[src/logic/align_pkg.sv]
package align_pkg;

	// word alignment state machine
	// hunt       compare each captured word with the training word
	// slip_wait  let the counter settle after a bitslip
	// verify     count consecutive matches before trusting the boundary
	// locked     aligned, words are passed on until rst or realign
	typedef enum logic [1:0] {
		hunt      = 2'd0,
		slip_wait = 2'd1,
		verify    = 2'd2,
		locked    = 2'd3
	} align_state_t;

	localparam int lock_matches = 4; // consecutive matches needed for lock
	localparam int settle_words = 2; // strobes skipped after each slip

	localparam int slip_count_width = 4; // slips seen since rst, saturating

	// counter widths derived from the limits above
	localparam int match_width = $clog2(lock_matches + 1);
	localparam int settle_width = $clog2(settle_words + 1);

endpackage

[src/logic/serdes_pkg.sv]
package serdes_pkg;

	// serial link framing
	// one bit arrives per rising edge of clock, ten bits make one word

	localparam int word_width = 10; // bits per parallel word
	localparam int count_width = 4; // bit counter, holds 0..9

	// parallel word as seen at the receiver output
	// first bit on the wire lands in bit 9, last bit in bit 0
	typedef logic [word_width-1:0] word_t;

	// training pattern sent by the far end while the receiver aligns
	// five ones then five zeros
	// every rotation of it is a different value, so a match means the
	// boundary sits at exactly one bit position
	localparam word_t training_word = 10'b11111_00000;

	// the counter has to reach word_width-1
	// a narrower setting would never produce a boundary
	localparam int last_bit = word_width - 1; // count value of the final bit

endpackage

[src/logic/alignment_fsm.sv]
module alignment_fsm (
	input  logic clock,
	input  logic rst,
	input  logic realign,                    // drop lock and hunt again
	input  logic captured_strobe,            // new word from the deserializer
	input  serdes_pkg::word_t captured_word,
	output logic bitslip,                    // one-cycle slip request to the counter
	output logic locked,                     // boundary found and verified
	output logic [align_pkg::slip_count_width-1:0] slip_count // slips since rst
);
	import serdes_pkg::*;
	import align_pkg::*;

	align_state_t state;
	logic [match_width-1:0] match_count;   // consecutive training words seen
	logic [settle_width-1:0] settle_count; // strobes skipped since the slip

	logic word_match; // captured word is the training word
	logic comparing;  // states that judge each captured word
	logic slip_now;   // mismatch seen on this strobe
	logic last_match; // this match completes the verify run
	logic last_settle;

	assign word_match = (captured_word == training_word);
	assign comparing = (state == hunt) || (state == verify);
	// realign in the same cycle wins over a slip
	assign slip_now = captured_strobe && comparing && !word_match && !realign;
	assign last_match = (match_count == match_width'(lock_matches - 1));
	assign last_settle = (settle_count == settle_width'(settle_words - 1));

	// next state, lock flag and the two counters
	always_ff @(posedge clock) begin
		if (rst) begin
			state <= hunt;
			locked <= 1'b0;
			match_count <= '0;
			settle_count <= '0;
		end else if (realign) begin
			state <= hunt; // slip_count is kept
			locked <= 1'b0;
			match_count <= '0;
			settle_count <= '0;
		end else if (captured_strobe) begin
			case (state)
				hunt: begin
					if (word_match) begin
						state <= verify;
						match_count <= match_width'(1); // this word counts
					end else begin
						state <= slip_wait;
						settle_count <= '0;
					end
				end
				slip_wait: begin
					if (last_settle) begin
						state <= hunt;
					end else begin
						settle_count <= settle_count + 1'b1;
					end
				end
				verify: begin
					if (!word_match) begin
						state <= slip_wait; // false start, slip again
						settle_count <= '0;
						match_count <= '0;
					end else if (last_match) begin
						state <= align_pkg::locked;
						locked <= 1'b1;
					end else begin
						match_count <= match_count + 1'b1;
					end
				end
				default: begin
					state <= align_pkg::locked; // stays here until rst or realign
				end
			endcase
		end
	end

	// slip pulse goes out the cycle after the mismatching strobe
	always_ff @(posedge clock) begin
		if (rst) begin
			bitslip <= 1'b0;
		end else begin
			bitslip <= slip_now;
		end
	end

	// running slip total, sticks at all ones
	always_ff @(posedge clock) begin
		if (rst) begin
			slip_count <= '0;
		end else if (slip_now && (slip_count != '1)) begin
			slip_count <= slip_count + 1'b1;
		end
	end

	a_no_slip_when_locked: assert property (
		@(posedge clock) disable iff (rst)
		(state == align_pkg::locked) |-> !bitslip
	) else $error("bitslip issued while locked");

	a_locked_matches_state: assert property (
		@(posedge clock) disable iff (rst)
		locked == (state == align_pkg::locked)
	) else $error("locked output out of step with state");

	// only rst may bring the count down
	a_slip_count_monotonic: assert property (
		@(posedge clock) disable iff (rst)
		!$past(rst) |-> (slip_count >= $past(slip_count))
	) else $error("slip_count decreased without rst");

endmodule

[src/logic/bit_counter.sv]
module bit_counter (
	input  logic clock,
	input  logic rst,
	input  logic bitslip,       // one-cycle request to move the boundary by one bit
	output logic word_boundary  // high while the tenth bit of a word is on input_bit
);
	import serdes_pkg::*;

	logic [count_width-1:0] count; // position of the current bit in its word
	logic slip_pending;            // slip requested, not yet applied
	logic hold;                    // extra bit time on this clock

	// slip is applied at the start of a word period
	// the counter stays at zero for one extra clock, so that period lasts
	// eleven bits and every later boundary lands one bit later in the stream
	assign hold = slip_pending && (count == '0);

	// decode of the counter register, no extra latency
	assign word_boundary = (count == count_width'(last_bit));

	always_ff @(posedge clock) begin
		if (rst) begin
			count <= '0;
			slip_pending <= 1'b0;
		end else begin
			if (hold) begin
				slip_pending <= 1'b0; // consumed, zero repeats once
			end else if (bitslip) begin
				slip_pending <= 1'b1;
			end
			if (hold) begin
				count <= count; // stretched period
			end else if (word_boundary) begin
				count <= '0; // wrap after bit nine
			end else begin
				count <= count + 1'b1;
			end
		end
	end

	// the state machine waits out settle_words strobes after each slip,
	// which is longer than a pending slip can last
	// a second request here would be lost
	a_no_slip_while_pending: assert property (
		@(posedge clock) disable iff (rst)
		bitslip |-> !slip_pending
	) else $error("bitslip while a slip is still pending");

endmodule

[src/logic/bit_deserializer.sv]
module bit_deserializer (
	input  logic clock,
	input  logic rst,
	input  logic input_bit,              // serial data, one bit per clock
	input  logic word_boundary,          // current bit closes a word
	output serdes_pkg::word_t captured_word, // last complete word
	output logic captured_strobe         // captured_word was just updated
);
	import serdes_pkg::*;

	logic [word_width-2:0] shift_reg; // the nine bits before the current one
	word_t assembled;                 // ten newest bits, current bit at lsb

	// older bits move toward the msb, so the first bit of a word
	// ends up in bit 9 once the tenth has arrived
	assign assembled = {shift_reg, input_bit};

	// free-running shifter, no framing of its own
	always_ff @(posedge clock) begin
		shift_reg <= assembled[word_width-2:0];
	end

	// parallel register, loaded with the bit of the boundary cycle included
	always_ff @(posedge clock) begin
		if (word_boundary) begin
			captured_word <= assembled;
		end
	end

	// strobe lines up with the new captured_word
	always_ff @(posedge clock) begin
		if (rst) begin
			captured_strobe <= 1'b0;
		end else begin
			captured_strobe <= word_boundary;
		end
	end

	// boundaries come at least ten clocks apart, even around a slip
	a_strobe_single: assert property (
		@(posedge clock) disable iff (rst)
		captured_strobe |=> !captured_strobe
	) else $error("captured_strobe high on two consecutive cycles");

endmodule

[src/logic/word_receiver.sv]
module word_receiver (
	input  logic clock,      // bit rate clock
	input  logic rst,
	input  logic input_bit,  // serial stream
	input  logic realign,    // strobe, restart alignment
	output serdes_pkg::word_t output_word,
	output logic word_valid, // one pulse per word once locked
	output logic locked,
	output logic [align_pkg::slip_count_width-1:0] slip_count
);
	import serdes_pkg::*;

	logic word_boundary;   // counter to deserializer
	logic bitslip;         // state machine back to counter
	word_t captured_word;
	logic captured_strobe;

	// framing, every tenth bit closes a word
	bit_counter i_bit_counter (
		.clock         (clock),
		.rst           (rst),
		.bitslip       (bitslip),
		.word_boundary (word_boundary)
	);

	// serial to parallel
	bit_deserializer i_bit_deserializer (
		.clock           (clock),
		.rst             (rst),
		.input_bit       (input_bit),
		.word_boundary   (word_boundary),
		.captured_word   (captured_word),
		.captured_strobe (captured_strobe)
	);

	// training word search and lock
	alignment_fsm i_alignment_fsm (
		.clock           (clock),
		.rst             (rst),
		.realign         (realign),
		.captured_strobe (captured_strobe),
		.captured_word   (captured_word),
		.bitslip         (bitslip),
		.locked          (locked),
		.slip_count      (slip_count)
	);

	assign output_word = captured_word;
	// words before lock are training or misframed, held back here
	assign word_valid = captured_strobe && locked;

endmodule

[config.mk]
export PLATFORM = sky130hd
export DESIGN_NAME = word_receiver
export DESIGN_NICKNAME = d
export VERILOG_FILES = /design/src/logic/align_pkg.sv /design/src/logic/serdes_pkg.sv /design/src/logic/alignment_fsm.sv /design/src/logic/bit_counter.sv /design/src/logic/bit_deserializer.sv /design/src/logic/word_receiver.sv
export SDC_FILE = /design/constraint.sdc
export NUM_CORES = 1
export LEC_CHECK = 0
export BUFFER_PORTS_ARGS = -buffer_cell sky130_fd_sc_hd__buf_4
export CAP_MARGIN = 20
export CORE_MARGIN = 2
export CORE_UTILIZATION = 35
export DETAILED_ROUTE_END_ITERATION = 8
export GPL_TIMING_DRIVEN = 0
export PLACE_DENSITY_LB_ADDON = 0.12
export SLEW_MARGIN = 15
export SYNTH_ARGS = -nofsm -noshare
export SYNTH_HDL_FRONTEND = slang
export SYNTH_SLANG_ARGS = --single-unit
[constraint.sdc]
create_clock -name clock -period 2.17 [get_ports clock]
set_clock_uncertainty 0.2 [all_clocks]
set_input_delay 0.217 -clock clock [delete_from_list [all_inputs] [get_ports clock]]
set_output_delay 0.217 -clock clock [all_outputs]
set_load 0.005 [all_outputs]
Word level (Yosys, flattened, before mapping)
Index checks and enable logic that the tools add are counted.
{"block": "word_totals", "register_bits": 38, "word_cells": 61}
{"block": "op_classes", "n_eq_ne": 13, "muxes": 13, "n_reduce_logical": 20, "addsub": 4}
{"operator": "2-bit 2-to-1 mux", "n": 6}
{"operator": "4-bit AND reduction", "n": 3}
{"operator": "10-bit == test (second input constant)", "n": 1}
{"operator": "3-bit 2-to-1 mux", "n": 3}
{"operator": "4-bit by 1-bit adder with 4-bit output (second input constant)", "n": 2}
{"operator": "1-bit logical AND", "n": 6}
{"operator": "3-bit inequality test (second input constant)", "n": 2}
{"operator": "2-bit one-hot mux with 3 select lines", "n": 1}
{"operator": "3-bit one-hot mux with 2 select lines", "n": 1}
{"operator": "2-bit OR reduction", "n": 3}
{"operator": "2-bit by 1-bit == test with 1-bit output (second input constant)", "n": 2}
{"operator": "4-bit == test (second input constant)", "n": 1}
{"operator": "4-bit logical NOT", "n": 1}
{"operator": "4-bit 2-to-1 mux", "n": 1}
{"operator": "2-bit by 1-bit inequality test with 1-bit output (second input constant)", "n": 2}
{"operator": "2-bit inequality test (second input constant)", "n": 2}
{"operator": "4-bit inequality test (second input constant)", "n": 1}
{"operator": "2-bit one-hot mux with 2 select lines", "n": 1}
{"operator": "2-bit nonzero test", "n": 2}
{"operator": "3-bit by 1-bit adder with 3-bit output (second input constant)", "n": 1}
{"operator": "3-bit by 2-bit == test with 1-bit output (second input constant)", "n": 1}
{"operator": "3-bit AND reduction", "n": 1}
{"operator": "2-bit by 1-bit adder with 2-bit output (second input constant)", "n": 1}
{"operator": "2-bit == test (second input constant)", "n": 1}
{"operator": "other kinds (3)", "n": 4}

Depth between registers and ports, before layout
Gate-level depths: netlist of run 1.
{"block": "logic_depth", "word_depth": 6, "depth_mapped": 6, "depth_no_buf": 6}

Modules after synthesis
Synthesis of run 1 repeated with hierarchy kept, for this count alone.
{"block": "unflattened", "cells_unflattened": 123, "hier_area_um2": 1457.6}
{"mod": "alignment_fsm", "n_inst": 1, "area_per_inst_um2": 728.2, "cells_each": 78}
{"mod": "bit_deserializer", "n_inst": 1, "area_per_inst_um2": 514.2, "cells_each": 21}
{"mod": "bit_counter", "n_inst": 1, "area_per_inst_um2": 209.0, "cells_each": 23}
{"mod": "word_receiver", "n_inst": 1, "area_per_inst_um2": 6.3, "cells_each": 1}

Worst setup path after synthesis of run 1
No wires, ideal clock.
{"block": "synth_timing", "path_type": "register to register", "start": "register i_bit_deserializer.captured_word[3]", "end": "register i_alignment_fsm.match_count[0]", "setup_ps": 119, "arrival_time_ps": 1717, "path_stages_with_launch": 5, "setup_slack_ps": 135, "path_cell_list": "edfxtp_1 or4_4 o41a_1 o21a_1 o221a_1"}
{"block": "synth_via", "elab_chain_len": 3}
{"element": "start, declared", "line_no": "bit_deserializer.sv:6", "source": "output serdes_pkg::word_t captured_word,"}
{"element": "start signal, assigned", "line_no": "bit_deserializer.sv:26", "source": "captured_word <= assembled;"}
{"element": "10-bit == test (*)", "line_no": "alignment_fsm.sv:24", "source": "assign word_match = (captured_word == training_word);"}
{"element": "3-bit inequality test (no source line) (tied with other cells)"}
{"element": "4-bit AND reduction (no source line) or 3-bit one-hot mux with 2 select lines (tied branches)"}
{"element": "end signal, assigned", "line_no": "alignment_fsm.sv:48", "source": "match_count <= match_width'(1);"}
{"element": "end signal, assigned", "line_no": "alignment_fsm.sv:70", "source": "match_count <= match_count + 1'b1;"}
{"element": "end, declared", "line_no": "alignment_fsm.sv:15", "source": "logic [match_width-1:0] match_count;"}
Mark *: on every way between the ends. The rest lies on a longest branch, timed or not.
A chain may end at the register's enable or synchronous reset.

Worst setup path in the final report of run 1
{"block": "layout_timing", "start": "register i_bit_deserializer.captured_word[0]", "end": "register i_alignment_fsm.match_count[0]"}
Same word-level chain as after synthesis.

==> flow_metrics.py, run 1 <==
metrics = {
    "critical_path": {
        "worstRegToRegCells": 4,
        "cp.arrival_ps": 2050,
        "rr_endpoint": "i_alignment_fsm.match_count[0]",
        "path_class": "flip-flop to flip-flop",
        "critPathMaxFanout": 5,
        "worst_path_max_delay_cell": "or4_4",
        "cp.required_ps": 2150,
        "cp_cell_sequence": "or4_4 > o41a_1 > o21a_1 > o221a_1",
        "worstSetupEndpointType": "flip-flop",
        "timing.rr.start": "i_bit_deserializer.captured_word[0]",
        "r2r_slack_ps": 100,
        "setup.worst_path.start_class": "flip-flop",
        "slowest_delay_ps": 600,
    },
    "die": {
        "core-area_um2": 3744,
        "row_count": 22,
        "initial_utilization": 0.3740,
        "io-pin-count": 20,
        "die_y_um": 67.25,
        "die-width_um": 67.25,
        "dieArea_um2": 4522,
    },
    "clock_tree": {
        "post_cts_resized": 0,
        "clock_path_buffers": 2,
        "clk_pin_slew_ps": 80,
        "cts_made_buffers": 5,
        "cts_setup_buffers": 0,
        "cts_root_buf": "clkbuf_8",
        "tritoncts": "built",
        "clock-sinks": 38,
        "cts.htree.levels": 2,
        "clk_latency_ps": 290,
    },
    "power": {
        "peakVddDrop_mv": 0.5113,
        "powerDensity_nw_per_um2": 840.8,
        "p_leak_nw": 0.6849,
        "p_total_mw": 1.493,
    },
    "timing": {
        "tns_ps": 0,
        "finalMaxSlewViolations": 0,
        "grt_setup_unrepaired": "false",
        "hold_viol_final": 0,
        "finalSetupViolations": 0,
        "min_period_over_period": 0.9547,
        "max_freq_mhz": 482.7,
        "whs_ps": 150.6,
        "fin_crit_ps": 2072,
        "worst_pin_slew_ps": 753.4,
        "maxSlewHeadroom": 0.4950,
    },
    "global_routing": {
        "antenna_found_initial": 0,
        "grt_pass1_vias": 975,
        "use_met2": 0.2129,
        "gr-total-overflow": 0,
        "met1_usage": 0.1492,
        "grt.total_usage": 0.1289,
        "met3_usage": 0.04000,
        "grt_pass1_wl_um": 4271,
        "grt_max_degree": 14,
        "global_route.peak_usage_layer": "met2",
    },
    "placed_design": {
        "dp.cells": 188,
        "dpl.hpwl_um": 1846,
        "gp_congestion": 0.7474,
        "io_buffers": 19,
    },
    "yosys": {
        "synth_top_family_by_area": "simple AND/OR/NAND/NOR gates",
        "synth_compound_area_frac": 0.1332,
        "syn_inst": 121,
        "async_flop_share": 0,
        "ys.flop_type": "dfxtp_1",
        "synth_warnings": 0,
        "avgSynthCellArea_um2": 11.57,
        "synth_nets": 129,
        "synthDistinctLibCells": 37,
        "synth_xor_area_frac": 0.01251,
        "synth_enable_flop_cells": 10,
        "yosys_register_bits": 38,
        "syn_area_um2": 1400,
        "seq_area_frac_synth": 0.6148,
        "synth_mux_area_frac": 0.02234,
        "synth_simple_gate_area_frac": 0.1600,
        "synthAdderAreaFrac": 0.03575,
    },
    "status": {
        "status": "finished, final reports clean",
    },
    "worst_hold_path": {
        "whs_path_depth": 0,
        "hold_class": "flip-flop to flip-flop",
        "min_to": "i_bit_deserializer.shift_reg[4]",
        "hold_start": "i_bit_deserializer.shift_reg[3]",
    },
    "final_layout": {
        "post-route-util": 0.4743,
        "antennaDiodeCount": 0,
        "ff_latch_area_um2": 860.8,
        "final_cell_mix": "dfxtp_1 (28), buf_4 (19), edfxtp_1 (10)",
        "layout-drive-gt1-share": 0.2119,
        "multiInputGateArea_um2": 514.2,
        "final_common_cell": "dfxtp_1",
        "largest_reg_flops": 10,
        "syn_to_final_growth_pct": 26.81,
        "final_nets": 158,
        "final_cells": 199,
        "nFillCells": 355,
    },
    "detailed_routing": {
        "first_iter_violations": 43,
        "via_count": 975,
        "via_per_inst": 4.899,
        "drtPass1Iterations": 4,
        "wirelength_um": 2588,
        "ant_nets": 0,
        "drc": 0,
        "wl_per_cell_um": 13.01,
    },
    "flow_run": {
        "drv_cap": 0,
    },
}
worst max-delay path by stage:
stage	end	slack, ps	start	cells after the start
final	i_alignment_fsm.match_count[0]	100	i_bit_deserializer.captured_word[0]	4
after global routing	i_alignment_fsm.slip_count[2]	6	i_bit_deserializer.captured_word[0]	4
after CTS	i_alignment_fsm.match_count[0]	30	i_bit_deserializer.captured_word[3]	4
after detailed placement	i_alignment_fsm.match_count[0]	40	i_bit_deserializer.captured_word[3]	4
after global placement	i_bit_deserializer.captured_word[6]	5	i_bit_counter.count[0]	2
after floorplan	i_alignment_fsm.match_count[0]	130	i_bit_deserializer.captured_word[3]	4
layer usage:
layer,part of all wire,vias to the layer above,wire [um]
met3,0.037,5,97
met4,0.017,0,44
met2,0.47,16,1216
met1,0.48,455,1230
met5,0,-,0
li1,-,499,-
synthesized netlist by cell type (3+ instances only):
library cell	number	area [um^2]
nor3_1	6	30.03
nor2b_1	4	25.02
o21ai_0	5	25.02
o21a_1	3	22.52
dfxtp_1	28	560.5
ha_1	4	50.05
a21oi_1	3	15.01
edfxtp_1	10	300.3
nor2_1	8	30.03
inv_1	7	26.28
nand2_1	7	26.28
nand2b_1	3	18.77
cells by family after synthesis:
kind of cell / count (synthesis)
and+or+nand+nor: 42
DFF: 38
AOI/OAI and AO/OA: 24
buffers and inverters: 8
xor gates and xnor gates: 2
adders and majority gates: 4
muxes: 3
stage by stage:
stage / setup slack [ps] / area, um^2
CTS: 28.62 / 1775
floorplan: 134.7 / 1400
global route: 6.302 / 1775
finish: 98.24 / 1775
detailed placement: 44.46 / 1608
global placement: 5.194 / 1603
what timing repair did:
item	in CTS	in global routing
endpoints found under the hold margin	5	0
setup endpoints to repair	0	2
hold buffers	3	0
report_power, final:
part	internal (mW)	total, mW	switching, mW
registers	0.739	0.749	0.00991
logic	0.0142	0.0311	0.0169
clock network	0.460	0.713	0.253
total	1.21	1.49	0.279
worst max-delay path: cells and delay by family (launching register included):
family,cells,cell delay (ps)
AOI/OAI and AO/OA,3,780
DFF,1,400
and+or+nand+nor,1,600
area by class of cell:
class | count | area share
buffer | 1 | 0.002114
clock buffer | 5 | 0.03876
clock inverter | 3 | 0.03876
inverter | 7 | 0.01480
multi-input combinational | 75 | 0.2896
sequential | 38 | 0.4848
tap | 48 | 0.03383
timing repair buffer | 22 | 0.09725
Note: power is estimated with default switching activity, not from simulation.
==> run 2, diff against run 1 <==
--- a/config.mk
+++ b/config.mk
@@ -8,10 +8,11 @@
 export BUFFER_PORTS_ARGS = -buffer_cell sky130_fd_sc_hd__buf_4
 export CAP_MARGIN = 20
 export CORE_MARGIN = 2
-export CORE_UTILIZATION = 35
+export CORE_UTILIZATION = 31
 export DETAILED_ROUTE_END_ITERATION = 8
 export GPL_TIMING_DRIVEN = 0
 export PLACE_DENSITY_LB_ADDON = 0.12
+export REMOVE_ABC_BUFFERS = 1
 export SLEW_MARGIN = 15
 export SYNTH_ARGS = -nofsm -noshare
 export SYNTH_HDL_FRONTEND = slang
==> run 2 against run 1 <==
Against the previous run: cell count increased by 1.5%; register-to-register slack got worse by 30 ps; combinational power decreased by 3%; critical path type unchanged; critical endpoint is now i_alignment_fsm.match_count[1]; sequential share of layout area increased by 0.38 points.
==> flow_metrics.py, run 2 (synthesized netlist as in run 1, its figures left out) <==
metrics = {
    "final_layout": {
        "final_common_cell": "dfxtp_1",
        "largest_reg_flops": 10,
        "multiInputGateArea_um2": 525.5,
        "antennaDiodeCount": 0,
        "nFillCells": 419,
        "syn_to_final_growth_pct": 25.83,
        "ff_latch_area_um2": 860.8,
        "final_nets": 157,
        "final_cell_mix": "dfxtp_1 (28), buf_4 (20), edfxtp_1 (10)",
        "layout-drive-gt1-share": 0.2267,
    },
    "critical_path": {
        "endpoint": "i_alignment_fsm.match_count[1]",
        "path_class": "flip-flop to flip-flop",
        "critPathMaxFanout": 5,
        "r2r_slack_ps": 70,
        "setup.worst_path.start_class": "flip-flop",
        "worstRegToRegCells": 4,
        "rr_endpoint": "i_alignment_fsm.match_count[1]",
        "critPathLaunch": "i_bit_deserializer.captured_word[0]",
        "timing.rr.start": "i_bit_deserializer.captured_word[0]",
        "cp.required_ps": 2190,
        "cp.arrival_ps": 2120,
        "worstSetupEndpointType": "flip-flop",
    },
    "detailed_routing": {
        "drtPass1Iterations": 4,
        "drc": 0,
        "ant_nets": 0,
        "via_count": 986,
        "wl_per_cell_um": 13.05,
        "first_iter_violations": 43,
        "via_per_inst": 4.881,
        "wirelength_um": 2636,
    },
    "die": {
        "die-width_um": 71.21,
        "initial_utilization": 0.3216,
        "dieArea_um2": 5070,
        "io-pin-count": 20,
        "row_count": 24,
        "die_y_um": 71.21,
        "core-area_um2": 4354,
    },
    "clock_tree": {
        "tritoncts": "built",
        "clk_pin_slew_ps": 80,
        "clock-sinks": 38,
        "clk_latency_ps": 290,
        "cts_made_buffers": 5,
        "clock_path_buffers": 2,
        "cts.htree.levels": 2,
        "cts_root_buf": "clkbuf_8",
    },
    "global_routing": {
        "grt.total_usage": 0.1140,
        "antenna_found_initial": 0,
        "grt_pass1_wl_um": 4381,
        "gr-total-overflow": 0,
        "grt_max_degree": 16,
        "grt_pass1_vias": 972,
    },
    "timing": {
        "max_freq_mhz": 475.7,
        "hold_viol_final": 0,
        "grt_setup_unrepaired": "false",
        "maxSlewHeadroom": 0.4626,
        "fin_crit_ps": 2102,
        "whs_ps": 25.91,
        "finalMaxSlewViolations": 0,
        "finalSetupViolations": 0,
        "tns_ps": 0,
        "min_period_over_period": 0.9687,
        "worst_pin_slew_ps": 801.8,
        "setup_slack_ps": 68.02,
    },
    "placed_design": {
        "io_buffers": 19,
        "gp_congestion": 0.7184,
        "dp_slack_ps": 65.04,
        "dpl.hpwl_um": 1846,
    },
    "power": {
        "peakVddDrop_mv": 0.4778,
        "p_leak_nw": 0.6675,
        "powerDensity_nw_per_um2": 784.1,
    },
    "flow_run": {
        "drv_cap": 0,
    },
    "status": {
        "status": "finished, final reports clean",
    },
    "worst_hold_path": {
        "hold_class": "input pin to flip-flop",
    },
}
==> run 2: worst min path at each step <==
stage	startpoint	endpoint	slack, ps	depth (start not counted)
2_1_floorplan	input_bit	i_bit_deserializer.shift_reg[0]	40	0
4_1_cts	rst	i_alignment_fsm.slip_count[3]	10	2
6_report	rst	i_bit_counter.count[2]	30	2
5_1_grt	rst	i_bit_counter.count[2]	20	2
3_3_place_gp	input_bit	i_bit_deserializer.shift_reg[0]	130	1
3_5_place_dp	input_bit	i_bit_deserializer.shift_reg[0]	130	1
==> run 2: repair_timing <==
item | 4_1_cts | 5_1_grt
hold buffers | 2 | 0
setup buffers | 0 | 1
resized for setup | 0 | 2
hold endpoints to repair | 4 | 0
endpoints found under the setup margin | 0 | 2
==> run 2: layout make-up <==
type                    instances  area share
repair buffers                 22     0.09659
flip-flops and latches         38      0.4886
clock inverters                 3     0.02557
multi-input cells              75      0.2983
well taps                      52     0.03693
inverters                       7     0.01491
clock buffers                   5     0.03906
==> run 2: power by group <==
part	leakage, nW	internal (mW)	switching (mW)
sequential	0.319	0.739	0.0105
combinational	0.298	0.0127	0.0174
clock	0.0504	0.342	0.260
==> run 2: worst max-delay path: stages (launching register included) <==
cell and delay, ps:
edfxtp_1 400, or4_4 610, nor3_1 390, o21a_1 250, mux2i_1 190
==> run 2: metrics by stage <==
step,cell area [um^2],total power [mW],utilization,instances
global route,1762,1.435,0.4046,202
global placement,1604,0.7899,0.3684,191
floorplan,1396,0.7755,-,120
finish,1762,1.381,0.4046,202
CTS,1743,1.395,0.4003,201
detailed placement,1609,0.7927,0.3695,191
==> run 2: routing by layer <==
| layer | global-route usage | routed length, um | vias up |
|---|---|---|---|
| met5 | 0 | 0 | - |
| met4 | 0.05660 | 40 | 0 |
| met3 | 0.03846 | 117 | 4 |
| met2 | 0.1790 | 1237 | 20 |
| met1 | 0.1396 | 1240 | 465 |
| li1 | - | - | 497 |
